==> src/source/fetch_pkg.sv <==
`default_nettype none

package fetch_pkg;

	////////////////////////////////////////
	// Address map and cache geometry
	////////////////////////////////////////

	localparam logic [31:0] reset_pc     = 32'h3000_0000;
	localparam logic [31:0] cached_base  = 32'ha000_0000;
	localparam logic [31:0] cached_limit = 32'ha200_0000;

	localparam int line_words    = 8; // One line is one burst
	localparam int line_count    = 16;
	localparam int counter_count = 5;

	localparam logic [3:0] burst_len   = 4'd7; // Beats minus one
	localparam logic [1:0] burst_fixed = 2'b00;
	localparam logic [1:0] burst_incr  = 2'b01;

	localparam logic [7:0] reg_busy_offset      = 8'h00;
	localparam logic [7:0] reg_hit_offset       = 8'h04;
	localparam logic [7:0] reg_miss_offset      = 8'h08;
	localparam logic [7:0] reg_redirect_offset  = 8'h0c;
	localparam logic [7:0] reg_delivered_offset = 8'h10;

	////////////////////////////////////////
	// Shared types
	////////////////////////////////////////

	typedef struct packed {
		logic [22:0] tag;
		logic [3:0]  index;
		logic [2:0]  offset;   // Word within the line
		logic [1:0]  byte_off;
	} fetch_fields_t;

	typedef union packed {
		logic [31:0]   word;
		fetch_fields_t f;
	} fetch_addr_u;

	typedef struct packed {
		logic [31:0] addr;
		logic [1:0]  burst;
		logic [3:0]  len;
	} mem_ar_t;

	typedef struct packed {
		logic [31:0] data;
		logic [1:0]  resp;
		logic        last;
	} mem_r_t;

	typedef struct packed {
		logic [31:0] pc;
		logic [31:0] inst;
	} fetch_out_t;

	typedef struct packed {
		fetch_addr_u addr;
	} cache_lookup_t;

	typedef struct packed {
		fetch_addr_u addr;
		logic [31:0] data;
	} cache_fill_t;

	typedef struct packed {
		logic busy;
		logic hit;
		logic miss;
		logic redirect;
		logic delivered;
	} fetch_events_t;

	typedef struct packed {
		logic [7:0]  paddr;
		logic        psel;
		logic        penable;
		logic        pwrite;
		logic [31:0] pwdata;
	} apb_req_t;

	typedef struct packed {
		logic [31:0] prdata;
		logic        pready;
		logic        pslverr;
	} apb_rsp_t;

endpackage

`default_nettype wire

==> src/source/fetch_perf_counters.sv <==
`timescale 1ns/1ps
`default_nettype none

module fetch_perf_counters import fetch_pkg::*; (
	input  logic          clock,
	input  logic          reset,
	input  fetch_events_t events,
	input  apb_req_t      apb_req,
	output apb_rsp_t      apb_rsp
);

	logic [31:0]              counters [counter_count];
	logic [counter_count-1:0] event_bits;
	logic                     access;
	logic                     clear;
	logic                     known;
	logic [31:0]              read_value;

	// Bit i feeds the counter at offset 4*i
	assign event_bits = {events.delivered, events.redirect, events.miss, events.hit, events.busy};
	assign access     = apb_req.psel && apb_req.penable;
	assign clear      = access && apb_req.pwrite;

	always_ff @(posedge clock) begin
		if (reset || clear) begin
			for (int i = 0; i < counter_count; i++) begin
				counters[i] <= 32'd0;
			end
		end else begin
			for (int i = 0; i < counter_count; i++) begin
				counters[i] <= counters[i] + 32'(event_bits[i]);
			end
		end
	end

	////////////////////////////////////////
	// Register read decode
	////////////////////////////////////////

	always_comb begin
		known = 1'b1;
		read_value = 32'd0;
		case (apb_req.paddr)
			reg_busy_offset:      read_value = counters[0];
			reg_hit_offset:       read_value = counters[1];
			reg_miss_offset:      read_value = counters[2];
			reg_redirect_offset:  read_value = counters[3];
			reg_delivered_offset: read_value = counters[4];
			default:              known = 1'b0;
		endcase
	end

	assign apb_rsp.prdata  = read_value;
	assign apb_rsp.pready  = 1'b1; // Zero wait states
	assign apb_rsp.pslverr = access && !apb_req.pwrite && !known;

endmodule

`default_nettype wire

==> config.mk <==
export PLATFORM = sky130hd
export DESIGN_NAME = fetch_perf_counters
export DESIGN_NICKNAME = d
export VERILOG_FILES = /design/src/source/fetch_pkg.sv /design/src/source/fetch_perf_counters.sv
export SDC_FILE = /design/constraint.sdc
export NUM_CORES = 1
export LEC_CHECK = 0
export BUFFER_PORTS_ARGS = -buffer_cell sky130_fd_sc_hd__buf_2
export CELL_PAD_IN_SITES_DETAIL_PLACEMENT = 0
export CELL_PAD_IN_SITES_GLOBAL_PLACEMENT = 1
export CORE_ASPECT_RATIO = 0.8
export CORE_UTILIZATION = 31
export CTS_BUF_LIST = sky130_fd_sc_hd__clkbuf_4
export CTS_CLUSTER_DIAMETER = 80
export DETAILED_ROUTE_END_ITERATION = 12
export PLACE_DENSITY_LB_ADDON = 0.1
export SLEW_MARGIN = 20
export SYNTH_ARGS = -nofsm -noshare
export SYNTH_HDL_FRONTEND = slang
export SYNTH_SLANG_ARGS = --single-unit
==> constraint.sdc <==
create_clock -name clock -period 3.5 [get_ports clock]
set_input_delay 0.35 -clock clock [delete_from_list [all_inputs] [get_ports clock]]
set_output_delay 0.35 -clock clock [all_outputs]
set_load 0.005 [all_outputs]
* Word level (Yosys, flattened, before mapping) *
Memories as Yosys holds them, arrays and structs flattened.
Cells that the tools add are included.

storage, ports and cells
  input port bits = 50
  output and inout bits = 34
  memories kept = 1
  logic and storage cells = 34
  bits in registers = 0
  memory bits (writable) = 160

memory list
  name      words  width  rd ports  clocked after memory_dff  wr ports  RTL line                   text
  counters  5      32     5         0                         5         fetch_perf_counters.sv:12  logic [31:0] counters [counter_count];

operators by class
  bitwise operators = 5
  add/sub/neg operators = 5
  multiplexer cells = 10
  reduce and logical (&&, ||, !) cells = 9
  eq/ne operators = 4

operator list
  cell                                                              count
  32-bit by 1-bit adder with 32-bit output                          5
  32-bit 2-to-1 mux                                                 5
  32-bit case mux with 5 select lines                               1
  8-bit by 4-bit == test with 1-bit output (second input constant)  2
  8-bit by 3-bit == test with 1-bit output (second input constant)  1
  8-bit by 5-bit == test with 1-bit output (second input constant)  1
  8-bit zero test                                                   1
  1-bit bitwise OR                                                  5
  5-bit OR reduction                                                1
  1-bit logical AND                                                 4
  1-bit 2-to-1 mux                                                  4
  1-bit zero test                                                   2
  1-bit logical OR                                                  1

* Depth between registers and ports, before layout *
  depth after elaboration = 6
  depth in mapped cells = 8
  gate-level depth less buffers = 7

* Worst setup path after synthesis *
OpenSTA, ideal clock, no wires.

  kind = input to output
  from = input apb_req[40] (netlist bit)
  to = output apb_rsp[10] (netlist bit)
  path buffers = 1
  arrival = 1.592 ns
  required time = 3.150 ns
  setup slack = 1.558 ns
  stages on the path = 6
  path through = nor3_1 -> nand2_1 -> nor4b_1 -> clkbuf_1 -> nand2_1 -> nand2_1

RTL lines
  item         RTL line                  text
  from (decl)  fetch_perf_counters.sv:8  input apb_req_t apb_req,
  to (decl)    fetch_perf_counters.sv:9  output apb_rsp_t apb_rsp

==> results <==
- The flow ran to the end, and the final reports show no timing, DRC or antenna violations.
- The primary flip-flop cell chosen by synthesis mapping is sky130_fd_sc_hd__dfxtp_1.
- In this run the worst path has a maximum fanout of 24.
- The analysis attributes to cell leakage a power of approximately 0.0033 µW.
- Clock skew on the completed layout was measured at 0.02398 ns.
- The aggregate negative setup slack is 0 ns.
- The final hold violation count is 0.
- The launching point of the worst reg2reg path is counters[0][64]$_SDFF_PP0_.
- The floorplan row count is 53.
- Post-CTS timing repair inserted 0 buffers for setup.
- The cell occurring most often along the worst timing path is sky130_fd_sc_hd__buf_2.
- Once the clock tree was built, the resizer swapped 0 gates to a different size.
- For this design the ratio of total power to cell area is approximately 340 nW/µm².
- The synthesized design contains 0 enable-type register cells.
- The delay of the slowest cell on the worst path is around 0.57 ns.
- The DRC violations left is 0.
- Once routing completed, OpenROAD measured the worst setup slack at about 0.96 ns.
- After synthesis, flip-flops and latches occupy 38.60% of the total area.
- The flip-flop count of the largest register, all copies and words added is 160.
- The number of buffer cells added on primary ports is 50.
- The maximum clock frequency is ~390 MHz.
- The post-synthesis net count is 1096.
- Counting flops per register, the top entry is counters.
- The number of cells produced by synthesis is 1036.
- After clock tree synthesis, the clock-pin slew on the worst setup and hold paths is ~0.14 ns.
- The largest registers in the layout are counters x160.
- The minimum hold slack is slightly above 0.09 ns.
- The most common library cell in the layout ignoring fill and taps is sky130_fd_sc_hd__dfxtp_1.
- The yosys synthesis warning count is 0.
- Global routing finished with a remaining overflow of 0.
- The maximum number of pins on one net before global-route repair is 45.
- The path class of the lowest-slack min-delay path is in2reg.
- The total cell area at the placement stage is around 8900 µm².
- The wire length per cell after detailed routing is between 15 and 20 µm.
- Dividing the final minimum period by the clock period gives between 70 and 80%.
- Headroom to the max-slew limit came out at around 32%.
- The count of hold buffers inserted by post-cts repair is 0.
- Summing every instance area after synthesis gives 8298 µm².
- The cell family contributing the most delay on the critical path is buffers and inverters.
- The count of state elements after synthesis is 160.
- The die area is 27430 µm².
- The total design power is 3179 µW.
- IR analysis of the VDD net gives a maximum drop of approximately 0.21 mV.
- The sort of element at the end of the critical path is an output pin.
- The number of buffers and inverters on the critical path is 3.
- The area growth from synthesis to final layout is 11.41%.
- The final layout contains 1124 nets.
- The number of levels the H-tree was split into is 4.
- The core region is around 26000 µm².
- The number of global-route vias before repair was about 6500.
- The final number of setup-violating endpoints is 0.
- The weighted congestion at the end of routability-driven global placement is ~0.77.
- The worst hold path passes through 3 cells.
- In this run, CTS created clock tree buffers numbering 17.
- The clock reaches the later pin of the worst-skew pair after 0.58 ns.
- The data arrival time of the worst path is about 2.2 ns.
- The chip height is about 150 µm.
- The floorplan die width is 184.9 µm.
- The worst setup path is of the in2out kind.
- The number of buffers between clock root and the deepest sink is 2.
- The async set-or-reset flop fraction in the synthesized netlist is 0%.
- The number of max-slew violations in the final report came to 0.
- The number of cells on the worst reg-to-reg path is 7.
- The number of antenna violations at the first check in global routing is 1.
- The cell sitting at the root of the clock tree is a sky130_fd_sc_hd__clkbuf_4.
- Among all stages on the critical path, the largest delay is contributed by sky130_fd_sc_hd__buf_2.
- The total stage count of the critical path is 7.
- The finished cells cover 9245 µm².
- The first global-routing pass estimated around 38000 µm of wire.
- For this block, the via count after detailed routing is between 7000 and 8000.
- Setup repair after global routing left no endpoint under its margin.
- The required time of the worst setup path is approximately 3.2 ns.
- For the pin with the worst max-slew slack, the measured transition is just over 1 ns.
- The worst setup path startpoint is apb_req[37].
- The startpoint identified for the worst hold timing path is events[2].
- TritonCTS built the clock tree.
- The initial utilization of the core area, before any placement, comes to roughly a third.
- The proportion of layout cells with a drive suffix above 1 is 10.40%.
- The minimum period implied by the final worst setup slack is between 2 and 3 ns.
- The post-synthesis area per instance is 8.010 µm².
- The TritonCTS sink count is 160.
- The detailed-route wire length is approximately 24000 µm.
- Traced cell by cell, the critical path runs through buf_2 > buf_4 > mux2i_1 > o21ai_0 > a22oi_1 > nand2_1 > buf_2.
- Once detail routing completed, the nets flagged for antenna violations numbered 0.
- The tool flagged a number of max-cap violations equal to 0.
- The first-pass iteration count of the detailed router is 4.
- The detailed placer's ending HPWL is 17780 µm.
- The count of pins on the block boundary is between 80 and 90.
- The sort of element at the start of the critical path is an input port.
- Before CTS, the worst setup slack after placement is 0.9331 ns.
- The global router's overall resource usage is 18.33%.
- The number of distinct library cells after synthesis is 44.
- The library cells used most frequently in the layout, excluding fill and tap cells, are sky130_fd_sc_hd__dfxtp_1, sky130_fd_sc_hd__nand2_1, sky130_fd_sc_hd__nor2_1, sky130_fd_sc_hd__xor2_1, sky130_fd_sc_hd__xnor2_1.
- The detailed router finished its first iteration with roughly 450 violations.
- Dividing the detail-routed via count by the number of cells gives 4.882.
cells in the mapped netlist, drive strengths merged (20+ instances only):
| cell type | count | area, µm² |
|---|---|---|
| clkbuf | 47 | 176.4 |
| nor2 | 139 | 521.8 |
| nand2 | 150 | 568.0 |
| mux2i | 33 | 330.3 |
| xnor2 | 57 | 499.2 |
| and3 | 21 | 131.4 |
| and2 | 23 | 143.9 |
| nor4 | 20 | 165.2 |
| nand3 | 56 | 285.3 |
| o21ai | 49 | 245.2 |
| xor2 | 72 | 630.6 |
| nor3 | 24 | 125.1 |
| a22oi | 32 | 240.2 |
| dfxtp | 160 | 3203 |
| nand4 | 43 | 284.0 |
stage by stage:
| stage | instances | util, % |
|---|---|---|
| finish | 1436 | 35.21 |
| global placement | 1402 | 34.01 |
| detailed placement | 1402 | 34.01 |
| floorplan | 1036 | - |
| CTS | 1434 | 35.15 |
| global route | 1435 | 35.20 |
power by group:
| group | switching [µW] | total (µW) | internal, µW |
|---|---|---|---|
| Sequential | 7.84 | 1840 | 1830 |
| Clock | 712 | 1210 | 500 |
| Combinational | 88.3 | 128 | 39.8 |
| Total | 808 | 3180 | 2370 |
cell type report:
| cell class | instances | area, µm² |
|---|---|---|
| fill | 2834 | 17020 |
| multi-input combinational | 803 | 4846 |
| sequential | 160 | 3203 |
| tap | 357 | 446.7 |
| timing repair buffer | 66 | 382.9 |
| clock inverter | 14 | 166.4 |
| clock buffer | 18 | 135.1 |
| inverter | 16 | 60.06 |
| antenna | 2 | 5.005 |
worst paths after layout:
kind,to,slack (ns)
setup / recovery,apb_rsp[23],0.96
hold / removal,counters[0][64]$_SDFF_PP0_,0.09
setup reg to reg,counters[0][92]$_SDFF_PP0_,1.27
hold reg to reg,counters[0][31]$_SDFF_PP0_,0.48
worst min-delay path, cell delays in order:
cell and delay [ns]:
sky130_fd_sc_hd__buf_2 0.08, sky130_fd_sc_hd__ha_1 0.11, sky130_fd_sc_hd__and2_1 0.10
kinds of logic after synthesis:
family                   synth area share (%)
AO/OA/AOI/OAI                           7.524
XOR/XNOR                                13.62
adder cells (fa/ha/maj)                 1.508
buffers and inverters                   3.423
flip-flops                              38.60
multiplexers                            4.116
other                                 0.04519
AND/OR/NAND/NOR                         31.17
layer usage:
metal  track usage (%)  part of all wire (%)
met1             28.67                    56
met3             3.134                   2.2
met4             4.008                   1.1
met5                 0                     0
met2             25.60                    41
(Power assumes the default switching activity.)
