File: config.mk
export PLATFORM = sky130hd
export DESIGN_NAME = fetch_icache
export DESIGN_NICKNAME = d
export VERILOG_FILES = /design/src/source/fetch_pkg.sv /design/src/source/fetch_icache.sv
export SDC_FILE = /design/constraint.sdc
export NUM_CORES = 2
export LEC_CHECK = 0
export ABC_AREA = 1
export BUFFER_PORTS_ARGS = -buffer_cell sky130_fd_sc_hd__buf_2
export CAP_MARGIN = 25
export CELL_PAD_IN_SITES_DETAIL_PLACEMENT = 0
export CELL_PAD_IN_SITES_GLOBAL_PLACEMENT = 2
export CORE_MARGIN = 2
export CORE_UTILIZATION = 33
export CTS_BUF_LIST = sky130_fd_sc_hd__clkbuf_8
export DETAILED_ROUTE_END_ITERATION = 8
export PLACE_DENSITY_LB_ADDON = 0.1
export SLEW_MARGIN = 20
export SYNTH_ARGS = -nofsm -noshare
export SYNTH_HDL_FRONTEND = slang
export SYNTH_MEMORY_MAX_BITS = 65536
export SYNTH_SLANG_ARGS = --single-unit
File: constraint.sdc
create_clock -name clock -period 7.18 [get_ports clock]
set_input_delay 0.359 -clock clock [delete_from_list [all_inputs] [get_ports clock]]
set_output_delay 0.359 -clock clock [all_outputs]
set_load 0.01 [all_outputs]
File: src/source/fetch_pkg.sv
`default_nettype none

package fetch_pkg;

	////////////////////////////////////////
	// Address map and cache geometry
	////////////////////////////////////////

	localparam logic [31:0] reset_pc     = 32'h3000_0000;
	localparam logic [31:0] cached_base  = 32'ha000_0000;
	localparam logic [31:0] cached_limit = 32'ha200_0000;

	localparam int line_words    = 8; // One line is one burst
	localparam int line_count    = 16;
	localparam int counter_count = 5;

	localparam logic [3:0] burst_len   = 4'd7; // Beats minus one
	localparam logic [1:0] burst_fixed = 2'b00;
	localparam logic [1:0] burst_incr  = 2'b01;

	localparam logic [7:0] reg_busy_offset      = 8'h00;
	localparam logic [7:0] reg_hit_offset       = 8'h04;
	localparam logic [7:0] reg_miss_offset      = 8'h08;
	localparam logic [7:0] reg_redirect_offset  = 8'h0c;
	localparam logic [7:0] reg_delivered_offset = 8'h10;

	////////////////////////////////////////
	// Shared types
	////////////////////////////////////////

	typedef struct packed {
		logic [22:0] tag;
		logic [3:0]  index;
		logic [2:0]  offset;   // Word within the line
		logic [1:0]  byte_off;
	} fetch_fields_t;

	typedef union packed {
		logic [31:0]   word;
		fetch_fields_t f;
	} fetch_addr_u;

	typedef struct packed {
		logic [31:0] addr;
		logic [1:0]  burst;
		logic [3:0]  len;
	} mem_ar_t;

	typedef struct packed {
		logic [31:0] data;
		logic [1:0]  resp;
		logic        last;
	} mem_r_t;

	typedef struct packed {
		logic [31:0] pc;
		logic [31:0] inst;
	} fetch_out_t;

	typedef struct packed {
		fetch_addr_u addr;
	} cache_lookup_t;

	typedef struct packed {
		fetch_addr_u addr;
		logic [31:0] data;
	} cache_fill_t;

	typedef struct packed {
		logic busy;
		logic hit;
		logic miss;
		logic redirect;
		logic delivered;
	} fetch_events_t;

	typedef struct packed {
		logic [7:0]  paddr;
		logic        psel;
		logic        penable;
		logic        pwrite;
		logic [31:0] pwdata;
	} apb_req_t;

	typedef struct packed {
		logic [31:0] prdata;
		logic        pready;
		logic        pslverr;
	} apb_rsp_t;

endpackage

`default_nettype wire

File: src/source/fetch_icache.sv
`timescale 1ns/1ps
`default_nettype none

module fetch_icache import fetch_pkg::*; (
	input  logic          clock,
	input  logic          reset,
	input  cache_lookup_t lookup,
	input  logic          lookup_valid,
	input  cache_fill_t   fill,
	input  logic          fill_valid,
	output logic          hit,
	output logic [31:0]   data
);

	logic [22:0]           tag_mem  [line_count];
	logic [31:0]           data_mem [line_count * line_words];
	logic [line_count-1:0] line_valid;

	logic [3:0] lookup_index;
	logic [6:0] lookup_word;
	logic [3:0] fill_index;
	logic [6:0] fill_word;
	logic       fill_last;
	logic       tag_match;

	assign lookup_index = lookup.addr.f.index;
	assign lookup_word  = {lookup.addr.f.index, lookup.addr.f.offset};
	assign fill_index   = fill.addr.f.index;
	assign fill_word    = {fill.addr.f.index, fill.addr.f.offset};
	assign fill_last    = fill.addr.f.offset == 3'(line_words - 1);
	assign tag_match    = tag_mem[lookup_index] == lookup.addr.f.tag;

	////////////////////////////////////////
	// Valid bits and registered compare
	////////////////////////////////////////

	always_ff @(posedge clock) begin
		if (reset) begin
			line_valid <= '0;
			hit <= 1'b0;
		end else begin
			if (lookup_valid) begin
				hit <= line_valid[lookup_index] && tag_match;
			end
			if (fill_valid) begin
				line_valid[fill_index] <= fill_last; // Line is partial until its last word lands
			end
		end
	end

	////////////////////////////////////////
	// Tag and data arrays
	////////////////////////////////////////

	always_ff @(posedge clock) begin
		if (fill_valid) begin
			tag_mem[fill_index] <= fill.addr.f.tag;
			data_mem[fill_word] <= fill.data;
		end
	end

	always_ff @(posedge clock) begin
		if (lookup_valid) begin
			data <= data_mem[lookup_word]; // Read alongside the tag compare
		end
	end

endmodule

`default_nettype wire

; ---- Yosys cells after proc, flatten, opt, wreduce, memory -nomap -nowiden
; Memory sizes are Yosys's and may differ from the RTL's. A register that Yosys moved wholly into a read port is not among the register bits.
; Cells that the tools add are included.
[totals]
out_inout_bits = 33
elab_cells = 18
memories = 2
regBits = 17
ramBits = 4464
[op_classes]
muxes = 7
n_eq_ne = 2
n_reduce_logical = 2
n_lt_le_gt_ge = 3
[memory_table]
columns = name, depth, word_bits, read_ports, rd_ports_with_merged_regs, write_ports, line
row1 = data_mem, 128, 32, 1, 1, 1, fetch_icache.sv:16  ; logic [31:0] data_mem [line_count * line_words];
row2 = tag_mem, 16, 23, 1, 0, 1, fetch_icache.sv:15  ; logic [22:0] tag_mem [line_count];
[op_table]
columns = op, count
row1 = 23-bit equality test, 1
row2 = 16-bit bitwise mux, 1
row3 = "4-bit by 5-bit less-than comparator with 1-bit output, second input constant", 2
row4 = 1-bit binary-select mux with 4-bit select, 1
row5 = 1-bit demux with 4-bit select, 1
row6 = "4-bit by 1-bit >= comparator with 1-bit output, second input constant", 1
row7 = 1-bit 2-to-1 mux, 4
row8 = "3-bit equality test, second input constant", 1
row9 = 1-bit logical AND, 2

; ---- Logic depth before layout (Yosys ltp)
[depth]
ltp_word = 5
mapped_depth = 17

; ---- Worst setup path after synthesis
; No wires, ideal clock.
[synth_path]
path_kind = in2reg
from = input fill_valid
to = memory data_mem[23][0], enable pin
path_stages = 4
arrival_time_ns = 2.460
setup_ns = 0.423
required_time_ns = 6.757
setup_slack_ns = 4.298
cell_sequence = clkbuf_1 -> clkbuf_1 -> nand2_1 -> nor2_1
[synth_via]
elab_chain_cells = 2
[synth_rtl]
columns = element, line
row1 = start: declaration, fetch_icache.sv:10  ; input logic fill_valid,
row2 = 1-bit 2-to-1 mux, fetch_icache.sv:56  ; if (fill_valid) begin
row3 = 1-bit 2-to-1 mux (not written as such), fetch_icache.sv:58  ; data_mem[fill_word] <= fill.data;
row4 = end: declaration, fetch_icache.sv:16
; Every way passes these cells.

; ---- Worst setup path in the final report
[layout_path]
from = input lookup[5] (netlist name)
to = register hit
[layout_via]
elab_chain_cells = 3
word_cells_on_any_way = 5
classes_between = eq/ne (1) / mux (2) / reduce/logical (1) / memory (1)
[layout_rtl]
columns = element, line
row1 = start: declaration, fetch_icache.sv:7  ; input cache_lookup_t lookup,
row2 = memory read 16 x 23 bit / 1-bit binary-select mux with 4-bit select (equally long branches), n/a
row3 = 23-bit equality test / 1-bit 2-to-1 mux (equally long branches), "fetch_icache.sv:31, fetch_icache.sv:43"
row4 = 1-bit logical AND *, fetch_icache.sv:43  ; hit <= line_valid[lookup_index] && tag_match;
row5 = end signal: assignment, fetch_icache.sv:43
row6 = end: declaration, fetch_icache.sv:11  ; output logic hit,
; Every way passes the cells marked *; elsewhere a longest branch is shown, timed or not. The select of a mux whose other input is x is not followed.
; A chain may end at the register's enable or synchronous reset.

==> results_dict.tcl <==
set metrics [dict create \
    path_max_fanout 71 \
    yosys.area.top_type "edfxtp_1" \
    grt_overflow 0 \
    vias_per_cell 5.315 \
    drt_iter0_drc 10480 \
    synth_area_leaders "edfxtp_1 76%, o21ai_0 5.1%, nor2_1 4.8%, o22ai_1 3.6%, nand2_1 3.5%" \
    r2r-start "tag_mem[3][1]" \
    holdCritStartpoint "fill[34]" \
    end_kind "flop" \
    maxCapViolCount 0 \
    antenna_left 0 \
    core_area_mm2 0.5395 \
    synth_top_flop_cell "edfxtp_1" \
    clk_path_buf_depth 4 \
    ir_drop_mv 0.1953 \
    gp_congestion 0.7752 \
    final_nets 14490 \
    hpwl_um 340500 \
    dieArea_mm2 0.5465 \
    wirelength_um 654200 \
    p_sw_share_pct 25.33 \
    syn-num-nets 14090 \
    pwr-share-clk_pct 39.5 \
    place_area_mm2 0.1883 \
    grt_max_degree 233 \
    clk_latency_ps 1350 \
    drive_gt1_share_pct 10.31 \
    cts_tree "yes" \
    ys_seq_area_share_pct 75.88 \
    ys_types 24 \
    antenna_found_initial 86 \
    dr.pass1.iters 6 \
    final.setup.worst_slack_ps 866.2 \
    grt_first_pass_wirelength_um 901300 \
    final_area_mm2 0.2035 \
    p_sw_uw 13800 \
    p_leak_uw 0.06708 \
    critPathLaunchType "input pin" \
    required_ps 8430 \
    regToRegSetupSlack_ps 1750 \
    portBuffers 128 \
    min_period_ps 6314 \
    multi_input_area_mm2 0.03877 \
    hold_slack_ps 62.98 \
    cts_htree_levels 6 \
    grt_pass1_vias 116900 \
    ys_warn_count 0 \
    combPwrFrac_pct 6.9 \
    area.sequential_mm2 0.1354 \
    hold_viol_final 0 \
    fin_crit_sh_pct 87.94 \
    syn_area_per_cell_um2 12.75 \
    routedWlPerCell_um 29.42 \
    ys_ff_latch 4513 \
    track_usage_pct 23.17 \
    ios 133 \
    seqPwrFrac_pct 53.7 \
    holdBufCountCts 111 \
    die_x_um 739.2 \
    finalMaxSlewViolations 0 \
    syn_to_final_growth_pct 14.09 \
    startpoint "lookup[5]" \
    rsz0062_at_grt "no" \
    start_util_pct 33.06 \
    fmax_mhz 158.4 \
    cts.sinks 4513 \
    pre_cts_ws_ps 2704 \
    worstMarginPinSlew_ps 1169 \
    crit_type "input pin to flop" \
    fin_skew_ps 116.7 \
    cts_resized 0 \
    synth_common_cells "4496 x edfxtp_1, 2258 x nor2_1, 1820 x o21ai_0" \
    cts_buffers 795 \
    synth_edf_count 4496 \
    clk_pin_slew_ps 60 \
    syn_inst 13990 \
    netlist_area_mm2 0.1784 \
    dr_total_vias 118200 \
    status "finished, final reports clean" \
    remaining_drc_errors 0 \
    cts-root-buf "clkbuf_8" \
    num-fill-cells 51300 \
    yosysMostFrequentCell "edfxtp_1" \
    yosysTopAreaCellShare_pct 75.68 \
    arrival_ps 7560 \
    synth-async-reset-ratio_pct 0 \
    finalSetupViolCount 0 \
    worst_hold_path_type "input pin to flop" \
    die-height_um 739.2 \
    p_int_uw 40670 \
    postCtsSetupBuffers 0 \
    slew_headroom_pct 21.69 \
    num_rows 270 \
    fin_tns_setup_ps 0 \
    power.density_mw_per_mm2 267.7 \
]
==> power groups by stage <==
stage	registers, µW	logic (µW)	clock network, µW
final	29200	3740	21500
after global routing	29200	4040	23200
after CTS	29200	3790	22100
after detailed placement	29800	3720	0
after global placement	29800	3660	0
after floorplan	29700	1770	0
==> layout make-up <==
| type | count | area share (%) |
|---|---|---|
| Multi-Input combinational cell | 8249 | 19.05 |
| Timing Repair Buffer | 596 | 2.650 |
| Clock inverter | 593 | 1.378 |
| Tap cell | 7208 | 4.431 |
| Antenna cell | 39 | 0.04795 |
| Inverter | 232 | 0.4629 |
| Clock buffer | 810 | 5.478 |
| Sequential cell | 4513 | 66.50 |
==> cell usage in the layout, fill, tap and decap left out, types with 51 or more instances in the layout <==
| master | n |
|---|---|
| clkbuf_8 | 810 |
| buf_4 | 303 |
| o21ai_1 | 283 |
| dlygate4sd3_1 | 110 |
| edfxtp_1 | 4496 |
| nand3_1 | 1104 |
| clkinv_1 | 209 |
| inv_1 | 507 |
| o22ai_1 | 1024 |
| nor2_1 | 2130 |
| nand2_1 | 1684 |
| buf_12 | 51 |
| buf_2 | 89 |
| o21ai_0 | 1820 |
| nor2_4 | 128 |
==> routing by layer <==
layer	part of all wire (%)	up-vias	wire length [µm]	track usage, %
met5	0.032	-	209	0
met3	5.7	996	37250	3.127
met4	3.2	30	21220	7.549
met1	43	61280	283300	31.37
met2	48	3616	312300	38.56
li1	-	52300	-	-
==> registers in the layout, summed over array words and instances (netlist names) <==
| signal | cells |
|---|---|
| data | 32 |
| data_mem | 4096 |
| hit | 1 |
| line_valid | 16 |
| tag_mem | 368 |
==> path summary, 6_finish.rpt <==
kind                       to  cells past startpoint
min reg2reg     line_valid[9]                      2
min          data_mem[91][25]                      3
max reg2reg               hit                     19
max                       hit                     23
==> kinds of logic (layout without fill, tap and decap cells) <==
kind of cell    count (synthesis)  in the layout  share of synthesized area [%]
compound gates               3190           3190                          9.709
other cells                     0             39                              0
flops                        4513           4513                          75.88
buf+inv                      1225           2231                          2.987
simple gates                 5059           5059                          11.43
==> critical path, stage by stage <==
cell and delay, ps:
dlygate4sd3_1 560, buf_8 260, inv_16 480, buf_4 670, nand2_1 140, nand2_1 110
nand2_1 50, nand3_1 80, nand3_1 120, nand3_1 130, dlygate4sd3_1 560, nand2_1 50
dlygate4sd3_1 550, nor2_1 90, dlygate4sd3_1 560, nand2_1 50, dlygate4sd3_1 550, nor2_1 80
dlygate4sd3_1 550, nand3_1 110, dlygate4sd3_1 620, a21oi_1 130, dlygate4sd3_1 570
==> stage by stage <==
step	total power, µW	instances	util, %
after detailed placement	33500	20680	34.90
final	54470	22240	37.72
after CTS	55140	22200	37.69
after floorplan	31500	13990	-
after global placement	33430	20680	34.88
after global routing	56430	22210	37.71
Note: power is estimated with default switching activity, not from simulation.
