[config.mk]
export PLATFORM = sky130hd
export DESIGN_NAME = fetch_unit
export DESIGN_NICKNAME = d
export VERILOG_FILES = /design/src/source/fetch_pkg.sv /design/src/source/fetch_unit.sv
export SDC_FILE = /design/constraint.sdc
export NUM_CORES = 1
export LEC_CHECK = 0
export BUFFER_PORTS_ARGS = -buffer_cell sky130_fd_sc_hd__buf_2
export CAP_MARGIN = 20
export CORE_MARGIN = 2
export CORE_UTILIZATION = 43
export CTS_CLUSTER_DIAMETER = 60
export DETAILED_ROUTE_END_ITERATION = 7
export PLACE_DENSITY = 0.74
export SLEW_MARGIN = 0
export SYNTH_ARGS = -nofsm -noshare
export SYNTH_HDL_FRONTEND = slang
export SYNTH_SLANG_ARGS = --single-unit
[constraint.sdc]
create_clock -name clock -period 4.2 [get_ports clock]
set_clock_uncertainty 0.2 [all_clocks]
set_input_delay 0.21 -clock clock [delete_from_list [all_inputs] [get_ports clock]]
set_output_delay 0.21 -clock clock [all_outputs]
set_load 0.02 [all_outputs]
[src/source/fetch_pkg.sv]
`default_nettype none

package fetch_pkg;

	////////////////////////////////////////
	// Address map and cache geometry
	////////////////////////////////////////

	localparam logic [31:0] reset_pc     = 32'h3000_0000;
	localparam logic [31:0] cached_base  = 32'ha000_0000;
	localparam logic [31:0] cached_limit = 32'ha200_0000;

	localparam int line_words    = 8; // One line is one burst
	localparam int line_count    = 16;
	localparam int counter_count = 5;

	localparam logic [3:0] burst_len   = 4'd7; // Beats minus one
	localparam logic [1:0] burst_fixed = 2'b00;
	localparam logic [1:0] burst_incr  = 2'b01;

	localparam logic [7:0] reg_busy_offset      = 8'h00;
	localparam logic [7:0] reg_hit_offset       = 8'h04;
	localparam logic [7:0] reg_miss_offset      = 8'h08;
	localparam logic [7:0] reg_redirect_offset  = 8'h0c;
	localparam logic [7:0] reg_delivered_offset = 8'h10;

	////////////////////////////////////////
	// Shared types
	////////////////////////////////////////

	typedef struct packed {
		logic [22:0] tag;
		logic [3:0]  index;
		logic [2:0]  offset;   // Word within the line
		logic [1:0]  byte_off;
	} fetch_fields_t;

	typedef union packed {
		logic [31:0]   word;
		fetch_fields_t f;
	} fetch_addr_u;

	typedef struct packed {
		logic [31:0] addr;
		logic [1:0]  burst;
		logic [3:0]  len;
	} mem_ar_t;

	typedef struct packed {
		logic [31:0] data;
		logic [1:0]  resp;
		logic        last;
	} mem_r_t;

	typedef struct packed {
		logic [31:0] pc;
		logic [31:0] inst;
	} fetch_out_t;

	typedef struct packed {
		fetch_addr_u addr;
	} cache_lookup_t;

	typedef struct packed {
		fetch_addr_u addr;
		logic [31:0] data;
	} cache_fill_t;

	typedef struct packed {
		logic busy;
		logic hit;
		logic miss;
		logic redirect;
		logic delivered;
	} fetch_events_t;

	typedef struct packed {
		logic [7:0]  paddr;
		logic        psel;
		logic        penable;
		logic        pwrite;
		logic [31:0] pwdata;
	} apb_req_t;

	typedef struct packed {
		logic [31:0] prdata;
		logic        pready;
		logic        pslverr;
	} apb_rsp_t;

endpackage

`default_nettype wire

[src/source/fetch_unit.sv]
`timescale 1ns/1ps
`default_nettype none

module fetch_unit import fetch_pkg::*; (
	input  logic          clock,
	input  logic          reset,
	output mem_ar_t       ar,
	output logic          ar_valid,
	input  logic          ar_ready,
	input  mem_r_t        r,
	input  logic          r_valid,
	output logic          r_ready,
	output cache_lookup_t lookup,
	output logic          lookup_valid,
	input  logic          hit,
	input  logic [31:0]   cache_data,
	output cache_fill_t   fill,
	output logic          fill_valid,
	input  logic          redirect_valid,
	input  logic [31:0]   redirect_pc,
	output fetch_out_t    out,
	output logic          out_valid,
	input  logic          out_ready,
	output fetch_events_t events
);

	typedef enum logic [1:0] {
		st_fetch,
		st_check,
		st_request,
		st_read
	} state_t;

	state_t      state;
	fetch_addr_u pc;
	logic [2:0]  beat;
	logic        redir_pending;
	logic [31:0] redir_target;

	logic        cacheable;
	logic        out_free;
	logic        discard;
	logic [31:0] next_target;
	logic [31:0] next_pc;
	logic        take_beat;
	logic        deliver;
	logic [31:0] deliver_data;

	assign cacheable    = (pc.word >= cached_base) && (pc.word < cached_limit);
	assign out_free     = !out_valid || out_ready;
	assign discard      = redirect_valid || redir_pending; // Current fetch is stale
	assign next_target  = redirect_valid ? redirect_pc : redir_target;
	assign next_pc      = discard ? next_target : pc.word + 32'd4;
	assign take_beat    = (state == st_read) && r_valid;
	assign deliver_data = (state == st_check) ? cache_data : r.data;

	// The pc word is handed over on its own beat, the rest of the line keeps filling
	assign deliver = !discard && (((state == st_check) && hit) ||
		(take_beat && (!cacheable || (beat == pc.f.offset))));

	////////////////////////////////////////
	// Memory, cache and decoder ports
	////////////////////////////////////////

	assign r_ready = 1'b1;

	always_comb begin
		if (cacheable) begin
			ar.addr  = {pc.f.tag, pc.f.index, 5'b0}; // Line aligned
			ar.burst = burst_incr;
			ar.len   = burst_len;
		end else begin
			ar.addr  = pc.word;
			ar.burst = burst_fixed;
			ar.len   = 4'd0;
		end
	end

	assign ar_valid     = state == st_request;
	assign lookup.addr  = pc;
	assign lookup_valid = (state == st_fetch) && cacheable && out_free;

	assign fill.addr.word = {pc.f.tag, pc.f.index, beat, 2'b00};
	assign fill.data      = r.data;
	assign fill_valid     = take_beat && cacheable;

	assign events.busy      = state != st_fetch;
	assign events.hit       = (state == st_check) && hit && !discard;
	assign events.miss      = (state == st_check) && !hit && !discard;
	assign events.redirect  = redirect_valid;
	assign events.delivered = out_valid && out_ready;

	////////////////////////////////////////
	// Fetch control
	////////////////////////////////////////

	always_ff @(posedge clock) begin
		if (reset) begin
			state <= st_request; // Reset vector is uncached, so request at once
			pc.word <= reset_pc;
			beat <= 3'd0;
			redir_pending <= 1'b0;
		end else begin
			if (redirect_valid && (state != st_fetch)) begin
				redir_pending <= 1'b1;
				redir_target <= redirect_pc;
			end
			case (state)
				st_fetch: begin
					if (redirect_valid) begin
						pc.word <= redirect_pc; // Nothing in flight yet
					end else if (out_free) begin
						state <= cacheable ? st_check : st_request;
					end
				end
				st_check: begin
					if (discard || hit) begin
						pc.word <= next_pc;
						redir_pending <= 1'b0;
						state <= st_fetch;
					end else begin
						state <= st_request;
					end
				end
				st_request: begin
					if (ar_ready) begin
						beat <= 3'd0;
						state <= st_read;
					end
				end
				st_read: begin
					if (r_valid) begin
						beat <= beat + 3'd1;
						if (r.last) begin
							pc.word <= next_pc;
							redir_pending <= 1'b0;
							state <= st_fetch;
						end
					end
				end
				default: state <= st_fetch;
			endcase
		end
	end

	////////////////////////////////////////
	// Decoder output register
	////////////////////////////////////////

	always_ff @(posedge clock) begin
		if (reset) begin
			out_valid <= 1'b0;
		end else if (deliver) begin
			out_valid <= 1'b1;
		end else if (redirect_valid || out_ready) begin
			out_valid <= 1'b0; // Accepted, or dropped by the redirect
		end
	end

	always_ff @(posedge clock) begin
		if (deliver) begin
			out.pc <= pc.word;
			out.inst <= deliver_data;
		end
	end

endmodule

`default_nettype wire

; ---- Word level (Yosys, flattened, before mapping)
; Cells that the tools add are included.
[totals]
reg_bits = 135
out_inout_bits = 208
[classes]
add_sub_neg = 2
n_lt_le_gt_ge = 2
n_eq_ne = 11
n_mux = 27
bitwise_logic = 1
n_reduce_logical = 32
[ops]
columns = cell, count
row1 = two-way mux 32 bit, 7
row2 = case mux 32 bit (3 select lines), 1
row3 = adder 32 x 3 -> 32 bit (second input constant), 1
row4 = >= comparator 32 bit (second input constant), 1
row5 = less-than comparator 32 bit (second input constant), 1
row6 = two-way mux 2 bit, 7
row7 = logical AND 1 bit, 13
row8 = two-way mux 11 bit, 1
row9 = != test 2 bit (second input constant), 5
row10 = AND reduction 5 bit, 2
row11 = case mux 2 bit (4 select lines), 1
row12 = logical OR 1 bit, 6
row13 = two-way mux 1 bit, 6
row14 = two-way mux 3 bit, 2
row15 = case mux 3 bit (2 select lines), 1
row16 = nonzero test 2 bit, 3
row17 = equality test 2 bit (second input constant), 2
row18 = zero test 1 bit, 4
row19 = != test 2 x 1 -> 1 bit (second input constant), 2
row20 = adder 3 x 1 -> 3 bit (second input constant), 1
row21 = equality test 3 bit, 1
row22 = AND reduction 3 bit, 1
row23 = nonzero test 3 bit, 1
row24 = equality test 2 x 1 -> 1 bit (second input constant), 1
row25 = other kinds (4), 4

; ---- Depth between registers and ports, before layout
[logic_depth]
word_depth = 8
depth_mapped = 8

; ---- Worst setup path after synthesis
; No wires, ideal clock.
[synth_path]
kind = register to register
start = register state[0]
end = register out[0] (netlist name), enable pin
setup_time_ns = 0.423
arrival_ns = 2.740
path_slack_ns = 0.836
stages_incl_launch_ff = 8
path_buffers = 3
synth_period_minus_slack_ns = 3.364
cell_sequence = dfxtp_1 -> buf_2 -> inv_1 -> clkbuf_1 -> nor2_1 -> buf_2 -> nand3_1 -> nand2_1
[synth_via]
elab_chain_cells = 5
[synth_rtl]
columns = item, line_no
row1 = start: declaration, fetch_unit.sv:34  ; state_t state;
row2 = start signal: assignment, fetch_unit.sv:99  ; state <= st_request;
row3 = start signal: assignment, fetch_unit.sv:113  ; state <= cacheable ? st_check : st_request;
row4 = start signal: assignment, fetch_unit.sv:120  ; state <= st_fetch;
row5 = equality test 2 bit, fetch_unit.sv:54  ; assign take_beat = (state == st_read) && r_valid;
row6 = logical AND 1 bit, fetch_unit.sv:54
row7 = logical AND 1 bit, fetch_unit.sv:59  ; (take_beat && (!cacheable || (beat == pc.f.offset))));
row8 = logical OR 1 bit (*), fetch_unit.sv:58  ; assign deliver = !discard && (((state == st_check) && hit) ||
row9 = logical AND 1 bit (*), fetch_unit.sv:58
row10 = net deliver, fetch_unit.sv:46  ; logic deliver;
row11 = end: declaration, fetch_unit.sv:21  ; output fetch_out_t out,
; Mark *: on every way through the listed nets, which the timed path passes. The rest lies on a longest branch.
; A chain may end at the register's enable or synchronous reset.

; ---- Worst setup path in the final report
[layout_path]
start = register state[0]
end = register out[30] (netlist name), data pin
[layout_via]
elab_chain_cells = 2
[layout_rtl]
columns = item, line_no
row1 = equality test 2 x 1 -> 1 bit, fetch_unit.sv:55  ; assign deliver_data = (state == st_check) ? cache_data : r.data;
row2 = two-way mux 32 bit, fetch_unit.sv:55
row3 = net deliver_data[30], fetch_unit.sv:47  ; logic [31:0] deliver_data;
; The timed path passes the listed nets, and every way through them passes these cells.

==> results.json <==
{
  "setup.worst_path.end_class": "register",
  "irDropWorstVdd_uv": 277.1,
  "fmaxAchievable_mhz": 355.8,
  "yosys-top-cells-count": "buf_4, edfxtp_1, nand2_1",
  "fin_area_um2": 9625,
  "fin_cells": 1190,
  "synth_top_area_share_pct": 41.22,
  "num_io_pins": 314,
  "ys_types": 62,
  "rrSetupSlack_ns": 1.39,
  "min_from": "r_valid",
  "synth_edf_count": 96,
  "run_status": "finished clean",
  "synth_area_um2": 6994,
  "drt_wl_total_mm": 21.32,
  "finalSetupViolCount": 0,
  "fin_crit_sh_pct": 66.92,
  "syn_inst": 654,
  "dp.cells": 1056,
  "cts_sinks": 135,
  "yosysTopAreaCell": "edfxtp_1",
  "ys.warnings.count": 0,
  "relSlewSlack_pct": 37.11,
  "drv_cap": 0,
  "avgSynthCellArea_um2": 10.69,
  "portBuffers": 306,
  "ys_seq_area_share_pct": 52.38,
  "gp_congestion": 0.7942,
  "grt_usage_pct": 24.21,
  "cts_root_buf": "clkbuf_16",
  "htree_levels": 4,
  "critPathLaunch": "state[0]$_SDFFE_PP0P_",
  "dpl_worst_slack_ns": 1.419,
  "dpl_cell_area_um2": 8043,
  "postSynth.asyncResetShare_pct": 0,
  "rows": 46,
  "avgViaCountPerCell": 5.245,
  "rsz0062_at_grt": "no",
  "tns_ns": 0,
  "cts_tree": "done",
  "yosys_most_used_dff": "edfxtp_1",
  "core_area_um2": 15890,
  "cts_inserted_buffers": 17,
  "wl_per_cell_um": 17.92,
  "clkLatencyLatePin_ns": 0.42,
  "p_per_area_nw_per_um2": 378.1,
  "grt_pass1_vias": 6075,
  "critPathKind": "reg -> reg",
  "post-route-drc-count": 0,
  "post-route-min-period_ns": 2.811,
  "ant_nets": 0,
  "worst_slew_pin_slew_ns": 0.9434,
  "overflow": 0,
  "fin_ws_ns": 1.389,
  "drtPass1Iterations": 5,
  "clk_path_buf_depth": 2,
  "die_area_um2": 17300,
  "drt_iter0_markers": 462,
  "grt_antenna_before_repair": 4,
  "grt_max_degree": 65,
  "dp_hpwl_mm": 14.02,
  "worstPathArrival_ns": 2.77,
  "grt_first_pass_wirelength_mm": 32.99,
  "nets": 1066,
  "final_core_util_pct": 60.59,
  "hold_viol_final": 0,
  "synth_area_leaders": "edfxtp_1, dfxtp_1, buf_4, mux2_2, a21oi_1",
  "critPathLaunchType": "register",
  "post-synth-top-count-cell": "buf_4",
  "vias": 6241,
  "die_height_um": 131.5,
  "drive_above_1_share_pct": 40.72,
  "whs_ns": 0.05891,
  "ys_ff_latch": 135,
  "required_ns": 4.16,
  "power_mw": 3.639,
  "crit_fanout": 32,
  "die_w_um": 131.5,
  "area.growth.synth_to_final_pct": 37.62,
  "hold_path.class": "in -> reg",
  "start_util_pct": 44.03,
  "regToRegStartpoint": "state[0]$_SDFFE_PP0P_",
  "drv_slew": 0,
  "leakagePower_nw": 4.067,
  "clk_pin_slew_ns": 0.06
}
[kinds of logic after synthesis]
family	Yosys count	share of synthesized area [%]
compound gates	142	13.01
xor+xnor	11	1.377
fa+ha+maj	3	0.5367
buf+inv	144	13.08
flops	135	52.38
mux	37	5.886
other cells	2	0.1074
simple gates	180	13.63
[power breakdown]
group	total [mW]	leakage [nW]	switching [mW]	internal (mW)
sequential	1.56	1.20	0.0729	1.49
combinational	0.585	2.58	0.342	0.243
clock	1.49	0.283	0.561	0.930
[state kept, by name, indices dropped and copies added, names as in the netlist]
name           cells
out               64
lookup            32
redir_target      32
beat               3
state              2
out_valid          1
redir_pending      1
[cell type report]
| class | instances | area (um^2) |
|---|---|---|
| fillers | 1312 | 6260 |
| flip-flops and latches | 135 | 3664 |
| repair buffers | 415 | 2608 |
| inverters | 10 | 37.54 |
| clock inverters | 13 | 158.9 |
| diodes | 4 | 10.01 |
| clock buffers | 19 | 432.9 |
| well taps | 216 | 270.3 |
| multi-input cells | 378 | 2445 |
[cell usage in the layout (no fill, tap or decap), types with 7 or more instances in the layout]
| cell type | count |
|---|---|
| buf_2 | 306 |
| mux2_2 | 33 |
| a31oi_1 | 11 |
| nor3_1 | 9 |
| dlygate4sd3_1 | 98 |
| nand3_1 | 31 |
| nand2_1 | 45 |
| nand2b_1 | 7 |
| a21oi_1 | 43 |
| nand4_1 | 9 |
| nor2_1 | 29 |
| inv_1 | 10 |
| clkbuf_16 | 17 |
| edfxtp_1 | 96 |
| dfxtp_1 | 39 |
| buf_4 | 10 |
| o21ai_0 | 33 |
[worst paths after layout]
path,cells after the start,to
hold / removal,5,beat[1]$_SDFFE_PP0P_
setup / recovery,5,out[30]$_DFFE_PP_
hold reg to reg,0,out[33]$_DFFE_PP_
setup reg to reg,5,out[30]$_DFFE_PP_
[routing by layer]
metal  share of wire, %  track usage, %
met5                  0               0
met4                2.7           10.45
met3                6.3           5.285
met2                 51           42.58
met1                 40           28.41
[worst max-delay path, stage by stage, from the launching register on]
cell and delay [ns]:
dfxtp_1 0.50, inv_1 0.29, nor2_4 0.16, buf_4 0.41, mux2_2 0.40, dlygate4sd3_1 0.57
[what timing repair did]
item,in CTS,in global routing
endpoints found under the setup margin,0,0
hold buffers,98,0
hold endpoints to repair,93,0
buffers inserted,0,0
resized for setup,0,0
Power figures use the tool's default switching activity.
